### config.mk
export PLATFORM = sky130hd
export DESIGN_NAME = cpu
export DESIGN_NICKNAME = d
export VERILOG_FILES = /design/src/cpu_pkg.sv /design/src/alu.sv /design/src/inst_fetch.sv /design/src/inst_queue.sv /design/src/exec_unit.sv /design/src/cpu.sv
export VERILOG_INCLUDE_DIRS = /design/src
export SDC_FILE = /design/constraint.sdc
export NUM_CORES = 1
export LEC_CHECK = 0
export BUFFER_PORTS_ARGS = -buffer_cell sky130_fd_sc_hd__buf_4
export CAP_MARGIN = 20
export CELL_PAD_IN_SITES_DETAIL_PLACEMENT = 2
export CELL_PAD_IN_SITES_GLOBAL_PLACEMENT = 2
export CORE_ASPECT_RATIO = 1.25
export CORE_MARGIN = 2
export CORE_UTILIZATION = 47
export CTS_BUF_LIST = sky130_fd_sc_hd__clkbuf_4
export CTS_CLUSTER_DIAMETER = 150
export DETAILED_ROUTE_END_ITERATION = 10
export MAX_ROUTING_LAYER = met4
export PLACE_DENSITY_LB_ADDON = 0.2
export RECOVER_POWER = 50
export SLEW_MARGIN = 20
export SYNTH_ARGS = -nofsm -noshare
export SYNTH_HDL_FRONTEND = slang
export SYNTH_HIERARCHICAL = 1
export SYNTH_SLANG_ARGS = --single-unit
### constraint.sdc
create_clock -name clk -period 12.4 [get_ports clk]
set_input_delay 2.48 -clock clk [delete_from_list [all_inputs] [get_ports clk]]
set_output_delay 2.48 -clock clk [all_outputs]
set_load 0.03 [all_outputs]
### src/cpu_macros.svh
`ifndef CPU_MACROS_SVH
`define CPU_MACROS_SVH

`default_nettype none

// data and address width
`define WORD_SIZE 16

`define REG_COUNT   4
`define QUEUE_DEPTH 4

// instruction fields
`define OPCODE_HI 15
`define OPCODE_LO 12
`define RS_POS    10   // rs in [11:10]
`define RT_POS    8    // rt in [9:8]
`define RD_POS    6    // rd in [7:6], func below it

// immediate sits in the low byte
`define IMM_SIZE 8

`default_nettype wire

`endif

### src/cpu_pkg.sv
`include "cpu_macros.svh"
`default_nettype none

package cpu_pkg;

    typedef logic [`WORD_SIZE-1:0]         word_t;
    typedef logic [$clog2(`REG_COUNT)-1:0] reg_idx_t;
    typedef logic [`IMM_SIZE-1:0]          imm_t;

    typedef enum logic [3:0] {
        OP_ADI   = 4'd4,
        OP_ORI   = 4'd5,
        OP_LHI   = 4'd6,
        OP_RTYPE = 4'd15
    } opcode_e;

    typedef enum logic [5:0] {
        FN_ADD = 6'd0,
        FN_SUB = 6'd1,
        FN_AND = 6'd2,
        FN_ORR = 6'd3,
        FN_NOT = 6'd4,
        FN_TCP = 6'd5,
        FN_SHL = 6'd6,
        FN_SHR = 6'd7,
        FN_WWD = 6'd28,
        FN_HLT = 6'd29
    } func_e;

    // same order as the low bits of the R-type function codes
    typedef enum logic [2:0] {
        ALU_ADD,
        ALU_SUB,
        ALU_AND,
        ALU_ORR,
        ALU_NOT,
        ALU_TCP,
        ALU_SHL,
        ALU_SHR
    } alu_op_e;

    //////////////////////////////
    // field extraction

    function automatic opcode_e get_opcode(word_t w);
        return opcode_e'(w[`OPCODE_HI:`OPCODE_LO]);
    endfunction

    function automatic reg_idx_t get_reg(word_t w, int unsigned pos);
        return reg_idx_t'(w >> pos);
    endfunction

    function automatic func_e get_func(word_t w);
        return func_e'(w[`RD_POS-1:0]);
    endfunction

    function automatic imm_t get_imm(word_t w);
        return w[`IMM_SIZE-1:0];
    endfunction

endpackage

`default_nettype wire

### src/alu.sv
`include "cpu_macros.svh"
`timescale 1ns/10ps
`default_nettype none

module alu (
    input  wire cpu_pkg::alu_op_e alu_op,
    input  wire cpu_pkg::word_t   alu_a,
    input  wire cpu_pkg::word_t   alu_b,
    output cpu_pkg::word_t        alu_result
);

    always_comb begin
        case (alu_op)
            cpu_pkg::ALU_ADD: begin
                alu_result = alu_a + alu_b;
            end
            cpu_pkg::ALU_SUB: begin
                alu_result = alu_a - alu_b;
            end
            cpu_pkg::ALU_AND: begin
                alu_result = alu_a & alu_b;
            end
            cpu_pkg::ALU_ORR: begin
                alu_result = alu_a | alu_b;
            end
            cpu_pkg::ALU_NOT: begin
                alu_result = ~alu_a;
            end
            cpu_pkg::ALU_TCP: begin
                alu_result = ~alu_a + `WORD_SIZE'(1);   // negate
            end
            cpu_pkg::ALU_SHL: begin
                alu_result = {alu_a[`WORD_SIZE-2:0], 1'b0};
            end
            cpu_pkg::ALU_SHR: begin
                // arithmetic, sign bit kept
                alu_result = {alu_a[`WORD_SIZE-1], alu_a[`WORD_SIZE-1:1]};
            end
            default: begin
                alu_result = '0;
            end
        endcase
    end

endmodule

`default_nettype wire

### src/inst_fetch.sv
`include "cpu_macros.svh"
`timescale 1ns/10ps
`default_nettype none

module inst_fetch (
    input  wire                  clk,
    input  wire                  reset_n,
    input  wire                  m1_ready,
    input  wire cpu_pkg::word_t  data1,
    input  wire                  fetch_ready,
    output logic                 read_m1,
    output cpu_pkg::word_t       address1,
    output logic                 fetch_valid,
    output cpu_pkg::word_t       fetch_word
);

    cpu_pkg::word_t pc;
    logic           slot_valid;
    cpu_pkg::word_t slot_word;
    logic           slot_take;
    logic           read_done;

    // slot handed to the queue this cycle
    assign slot_take = slot_valid & fetch_ready;

    // only ask for a word when there is room for it
    assign read_m1   = ~reset_n & (~slot_valid | fetch_ready);
    assign read_done = read_m1 & m1_ready;

    assign address1    = pc;
    assign fetch_valid = slot_valid;
    assign fetch_word  = slot_word;

    //////////////////////////////
    // program counter and slot

    always_ff @(posedge clk) begin
        if (reset_n) begin
            pc         <= '0;
            slot_valid <= 1'b0;
        end else begin
            if (read_done) begin
                pc         <= pc + `WORD_SIZE'(1);
                slot_valid <= 1'b1;       // refill, even when drained now
            end else if (slot_take) begin
                slot_valid <= 1'b0;
            end
        end
    end

    always_ff @(posedge clk) begin
        if (read_done) begin
            slot_word <= data1;
        end
    end

endmodule

`default_nettype wire

### src/inst_queue.sv
`include "cpu_macros.svh"
`timescale 1ns/10ps
`default_nettype none

module inst_queue (
    input  wire                  clk,
    input  wire                  reset_n,
    input  wire                  fetch_valid,
    input  wire cpu_pkg::word_t  fetch_word,
    input  wire                  inst_ready,
    output logic                 fetch_ready,
    output logic                 inst_valid,
    output cpu_pkg::word_t       inst_word
);

    localparam int DEPTH = `QUEUE_DEPTH;
    localparam int PTR_W = $clog2(DEPTH);
    localparam int CNT_W = $clog2(DEPTH + 1);

    cpu_pkg::word_t   buf_mem [DEPTH];
    logic [PTR_W-1:0] wr_ptr;
    logic [PTR_W-1:0] rd_ptr;
    logic [CNT_W-1:0] count;
    logic             push;
    logic             pop;

    function automatic logic [PTR_W-1:0] ptr_next(input logic [PTR_W-1:0] p);
        return (p == PTR_W'(DEPTH - 1)) ? '0 : p + 1'b1;
    endfunction

    // full means no push, a pop in the same cycle does not help
    assign fetch_ready = (count != CNT_W'(DEPTH));
    assign inst_valid  = (count != '0);
    assign inst_word   = buf_mem[rd_ptr];

    assign push = fetch_valid & fetch_ready;
    assign pop  = inst_valid & inst_ready;

    always_ff @(posedge clk) begin
        if (reset_n) begin
            wr_ptr <= '0;
            rd_ptr <= '0;
            count  <= '0;
        end else begin
            if (push) wr_ptr <= ptr_next(wr_ptr);
            if (pop)  rd_ptr <= ptr_next(rd_ptr);
            if (push && !pop) begin
                count <= count + 1'b1;
            end else if (pop && !push) begin
                count <= count - 1'b1;
            end
        end
    end

    always_ff @(posedge clk) begin
        if (push) begin
            buf_mem[wr_ptr] <= fetch_word;
        end
    end

endmodule

`default_nettype wire

### src/exec_unit.sv
`include "cpu_macros.svh"
`timescale 1ns/10ps
`default_nettype none

module exec_unit (
    input  wire                  clk,
    input  wire                  reset_n,
    input  wire                  inst_valid,
    input  wire cpu_pkg::word_t  inst_word,
    output logic                 inst_ready,
    output cpu_pkg::word_t       num_inst,
    output cpu_pkg::word_t       output_port,
    output logic                 is_halted
);

    localparam int EXT_W = `WORD_SIZE - `IMM_SIZE;

    cpu_pkg::word_t    regs [`REG_COUNT];
    cpu_pkg::opcode_e  opcode;
    cpu_pkg::func_e    func;
    cpu_pkg::reg_idx_t rs;
    cpu_pkg::reg_idx_t rt;
    cpu_pkg::reg_idx_t rd;
    cpu_pkg::imm_t     imm;
    cpu_pkg::word_t    rs_val;
    cpu_pkg::word_t    rt_val;
    cpu_pkg::alu_op_e  alu_op;
    cpu_pkg::word_t    alu_a;
    cpu_pkg::word_t    alu_b;
    cpu_pkg::word_t    alu_result;
    cpu_pkg::reg_idx_t wr_idx;
    logic              wr_en;
    logic              is_wwd;
    logic              is_hlt;
    logic              retire;

    //////////////////////////////
    // decode

    assign opcode = cpu_pkg::get_opcode(inst_word);
    assign func   = cpu_pkg::get_func(inst_word);
    assign rs     = cpu_pkg::get_reg(inst_word, `RS_POS);
    assign rt     = cpu_pkg::get_reg(inst_word, `RT_POS);
    assign rd     = cpu_pkg::get_reg(inst_word, `RD_POS);
    assign imm    = cpu_pkg::get_imm(inst_word);

    assign rs_val = regs[rs];
    assign rt_val = regs[rt];

    assign inst_ready = ~is_halted;      // stop consuming after HLT
    assign retire     = inst_valid & inst_ready;

    always_comb begin
        alu_op = cpu_pkg::ALU_ADD;
        alu_a  = rs_val;
        alu_b  = rt_val;
        wr_en  = 1'b0;
        wr_idx = rd;
        is_wwd = 1'b0;
        is_hlt = 1'b0;
        case (opcode)
            cpu_pkg::OP_ADI: begin
                alu_b  = {{EXT_W{imm[`IMM_SIZE-1]}}, imm};
                wr_en  = 1'b1;
                wr_idx = rt;
            end
            cpu_pkg::OP_ORI: begin
                alu_op = cpu_pkg::ALU_ORR;
                alu_b  = {{EXT_W{1'b0}}, imm};
                wr_en  = 1'b1;
                wr_idx = rt;
            end
            cpu_pkg::OP_LHI: begin
                alu_op = cpu_pkg::ALU_ORR;   // 0 | imm<<8
                alu_a  = '0;
                alu_b  = {imm, {EXT_W{1'b0}}};
                wr_en  = 1'b1;
                wr_idx = rt;
            end
            cpu_pkg::OP_RTYPE: begin
                case (func)
                    cpu_pkg::FN_ADD, cpu_pkg::FN_SUB, cpu_pkg::FN_AND, cpu_pkg::FN_ORR,
                    cpu_pkg::FN_NOT, cpu_pkg::FN_TCP, cpu_pkg::FN_SHL, cpu_pkg::FN_SHR: begin
                        alu_op = cpu_pkg::alu_op_e'(func[2:0]);
                        wr_en  = 1'b1;
                    end
                    cpu_pkg::FN_WWD: is_wwd = 1'b1;
                    cpu_pkg::FN_HLT: is_hlt = 1'b1;
                    default: ;                   // no-op, still counted
                endcase
            end
            default: ;
        endcase
    end

    alu u_alu (
        .alu_op     (alu_op),
        .alu_a      (alu_a),
        .alu_b      (alu_b),
        .alu_result (alu_result)
    );

    //////////////////////////////
    // retire and write-back

    always_ff @(posedge clk) begin
        if (reset_n) begin
            for (int i = 0; i < `REG_COUNT; i++) begin
                regs[i] <= '0;
            end
            num_inst    <= '0;
            output_port <= '0;
            is_halted   <= 1'b0;
        end else if (retire) begin
            num_inst <= num_inst + `WORD_SIZE'(1);
            if (wr_en)  regs[wr_idx] <= alu_result;
            if (is_wwd) output_port  <= rs_val;
            if (is_hlt) is_halted    <= 1'b1;
        end
    end

endmodule

`default_nettype wire

### src/cpu.sv
`include "cpu_macros.svh"
`timescale 1ns/10ps
`default_nettype none

module cpu (
    input  wire                  clk,
    input  wire                  reset_n,
    input  wire cpu_pkg::word_t  data1,
    input  wire                  m1_ready,
    output logic                 read_m1,
    output cpu_pkg::word_t       address1,
    output cpu_pkg::word_t       num_inst,
    output cpu_pkg::word_t       output_port,
    output logic                 is_halted
);

    // fetch -> queue
    logic           fetch_valid;
    logic           fetch_ready;
    cpu_pkg::word_t fetch_word;

    // queue -> execute
    logic           inst_valid;
    logic           inst_ready;
    cpu_pkg::word_t inst_word;

    inst_fetch u_fetch (
        .clk         (clk),
        .reset_n     (reset_n),
        .m1_ready    (m1_ready),
        .data1       (data1),
        .fetch_ready (fetch_ready),
        .read_m1     (read_m1),
        .address1    (address1),
        .fetch_valid (fetch_valid),
        .fetch_word  (fetch_word)
    );

    inst_queue u_queue (
        .clk         (clk),
        .reset_n     (reset_n),
        .fetch_valid (fetch_valid),
        .fetch_word  (fetch_word),
        .inst_ready  (inst_ready),
        .fetch_ready (fetch_ready),
        .inst_valid  (inst_valid),
        .inst_word   (inst_word)
    );

    exec_unit u_exec (
        .clk         (clk),
        .reset_n     (reset_n),
        .inst_valid  (inst_valid),
        .inst_word   (inst_word),
        .inst_ready  (inst_ready),
        .num_inst    (num_inst),
        .output_port (output_port),
        .is_halted   (is_halted)
    );

endmodule

`default_nettype wire

==> summary.md <==
| Metric | Value |
|---|---|
| Final nets | `1094` |
| Initial antenna violation count | `1` |
| Top-count cell post-synth | `edfxtp_1` |
| Mux cell area share after synthesis | `0.134` |
| CTS buffer count | `between 50 and 60` |
| Hold Path End | `u_queue/buf_mem[2][11]` |
| CP Max Fanout | `40` |
| Synth Flop Type | `edfxtp_1` |
| Die area | `roughly 0.025 mm2` |
| RSZ-0062 raised after global routing | `no` |
| Crit path launch type | `register` |
| HP Start | `u_fetch/fetch_word[11]` |
| Worst setup EP type | `register` |
| Later-pin clock latency in the skew report | `~0.72 ns` |
| Placed cell area | `about 0.012 mm2` |
| Mapped Avg Cell Area | `approximately 12 um2` |
| Postcts setup bufs | `0` |
| Drt pass-1 iters | `5` |
| Setup_tns | `0 ns` |
| Status | `finished, violations left` |
| Area taken by flip-flops and latches | `0.00551 mm2` |
| Netlist cell types | `75` |
| Worst hold-check path type | `reg2reg` |
| Antenna viol nets, final | `0` |
| Grt total ovfl | `0` |
| CTS hold repair buffers | `0` |
| Rel. slew slack | `-0.895` |
| Dpl hpwl | `26800 um` |
| # fillers | `2267` |
| CP Class | `reg2reg` |
| Mapped Area | `about 0.011 mm2` |
| Synth cell count leaders | `144 x edfxtp_1, 87 x nor2_1, 59 x dfxtp_1` |
| Largest net degree at the start of global routing | `approximately 60` |
| Worst vdd ir | `0.142 mV` |
| Least-Margin Pin Slew | `2.84 ns` |
| Post-synthesis compound-gate area fraction | `0.0959` |
| Vias in the first global route | `10100` |
| DR WL/cell | `32.0 um` |
| Area of the multi-input gates | `0.00537 mm2` |
| Sequential area share after synthesis | `0.490` |
| Flop2flop setup slack | `roughly 5 ns` |
| Post-Synth Adder-Cell Area | `0.0399` |
| Reg2Reg Depth | `17` |
| Max-slew violation count | `78` |
| Final Skew | `0.0772 ns` |
| Post-synth EDFFs | `144` |
| Pwr/cell area | `321 mW/mm2` |
| Die width | `around 140 um` |
| Simple-Gate Fraction of Synth Area | `0.167` |
| Post_cts resized | `0` |
| Fraction of synthesized cell area in xor and xnor cells | `0.0406` |
| Failing checks | `max-capacitance violations, max-slew violations` |
| Fmax | `0.135 GHz` |
| Root buffer cell | `clkbuf_4` |
| First-pass GRT wire length | `66300 um` |
| Synth top area share | `0.385` |
| Avg Vias per Cell | `6.65` |
| Design Area, Final | `0.0126 mm2` |
| CP Data Required Time | `12.91 ns` |
| Net Count, Synth | `around 1000` |
| Setup violators final | `0` |
| IO Port Bufs | `a little under 70` |
| Fin. Hold Viols | `0` |
| CTS tree | `built` |
| Clock H-tree levels | `2` |
| Clock Tree Buf Depth | `3` |
| GP Congestion | `0.831` |
| Yosys warns | `6` |
| Top-Level Pins | `69` |
| Residual DRC | `0` |
| CTS clk-pin slew, worst paths | `0.12 ns` |
| Number of clock sinks | `a little over 200` |
| Worst R2R End | `u_exec/regs[0][14]` |
| Share of layout cells above drive strength 1 | `0.221` |
| Largest family of logic cells by synthesized area | `simple AND/OR/NAND/NOR gates` |
| Final min period | `7.39 ns` |
| Gr usage total | `0.368` |
| Flip-flop and latch count after synthesis | `203` |
| Static Leak | `between 4 and 5 nW` |
| Cell Rows | `between 60 and 70` |
| Max_cap viols | `2` |
| Routed wire length | `44200 um` |
| Post-synthesis async set-or-reset flop share | `0` |
| CP Data Arrival Time | `7.90 ns` |
| Period utilisation layout | `0.596` |
| Final Util | `0.535` |
| Hold Path Depth | `0` |
| Die height | `around 180 um` |
| Top post-synthesis cells by area | `edfxtp_1 39%, dfxtp_1 11%, mux4_2 10%` |
| Yosys top cell by area | `edfxtp_1` |
| Initial core utilization | `0.476` |
| Core box area | `0.0236 mm2` |
| Via count | `slightly above 9000` |
| Drt initial violations | `713` |
| Mapped Cells | `approximately 970` |
| Area added between synthesis and finish | `12.3%` |
worst max-delay path, cell delays in order (launching register included):
cell,delay (ns)
dfxtp_1,0.75
mux4_2,0.65
nand3b_1,0.32
nor4_1,0.68
a221o_1,0.29
buf_4,0.42
inv_1,0.40
nor2_1,0.70
nor2_1,0.11
xnor2_1,0.17
ha_1,0.35
a21o_1,0.20
a21oi_1,0.34
o21ai_0,0.28
a31oi_1,0.36
o211ai_1,0.22
o311ai_1,0.61
and3_1,0.31
logic make-up (layout without fill, tap and decap cells):
kind of cell               after synthesis  count (layout)
and+or+nand+nor                        346             346
DFF                                    203             203
AOI/OAI and AO/OA                      167             167
muxes                                   86              86
buffers and inverters                   77             197
xor gates and xnor gates                52              52
adders and majority gates               36              36
other                                    0               1
layout make-up:
cell class	count	share of cell area
diodes	1	0.000198
clock buffers	81	0.0482
clock inverters	14	0.00734
inverters	21	0.00625
multi-input cells	687	0.426
flip-flops and latches	203	0.436
well taps	292	0.0290
repair buffers	81	0.0467
registers in the layout, summed over array words and instances (netlist names), named ones only:
register,cells
u_exec/regs,64
u_queue/buf_mem,64
u_exec/num_inst,16
u_exec/output_port,16
u_fetch/address1,16
u_fetch/fetch_word,16
u_queue/count,3
u_queue/rd_ptr,2
u_queue/wr_ptr,2
u_exec/is_halted,1
u_fetch/fetch_valid,1
power by group:
group | switching (mW) | leakage (nW) | internal, mW | total, mW
Combinational | 1.67 | 2.43 | 0.866 | 2.53
Clock | 0.323 | 0.420 | 0.320 | 0.643
Sequential | 0.0723 | 1.87 | 0.800 | 0.873
worst max-delay path by stage:
stage                              end     start  cells after the start
floorplan                      read_m1   reset_n                      3
global placement    u_exec/regs[2][14]  register                     17
detailed placement  u_exec/regs[0][14]  register                     17
CTS                 u_exec/regs[0][14]  register                     17
global route        u_exec/regs[0][14]  register                     17
finish              u_exec/regs[0][14]  register                     17
per-layer routing:
layer | wire length, um | vias up | track usage
met2 | 23000 | 464 | 0.626
met1 | 16300 | 4720 | 0.420
met5 | 0 | - | -
li1 | - | 3843 | -
met3 | 2910 | 146 | 0.0706
met4 | 2040 | 0 | 0.171
placed cells by master (no fill, tap or decap), types with 36 or more instances in the layout:
cell type	synthesis	final
o21ai_0	36	36
a21oi_1	53	53
buf_4	1	59
and3_1	53	57
mux4_2	51	51
edfxtp_1	144	144
clkbuf_4	0	95
nor2_1	87	87
nand2_1	53	53
dfxtp_1	59	59
through the flow:
| step | std cells | total power [mW] | hold WS [ns] | setup slack, ns |
|---|---|---|---|---|
| floorplan | 967 | 2.50 | 0.459 | 6.62 |
| global placement | 1283 | 3.16 | 0.466 | 5.81 |
| detailed placement | 1283 | 3.27 | 0.484 | 5.43 |
| CTS | 1378 | 4.00 | 0.507 | 5.08 |
| global route | 1380 | 4.25 | 0.530 | 4.59 |
| finish | 1380 | 4.05 | 0.506 | 5.01 |
(Power assumes the default switching activity.)
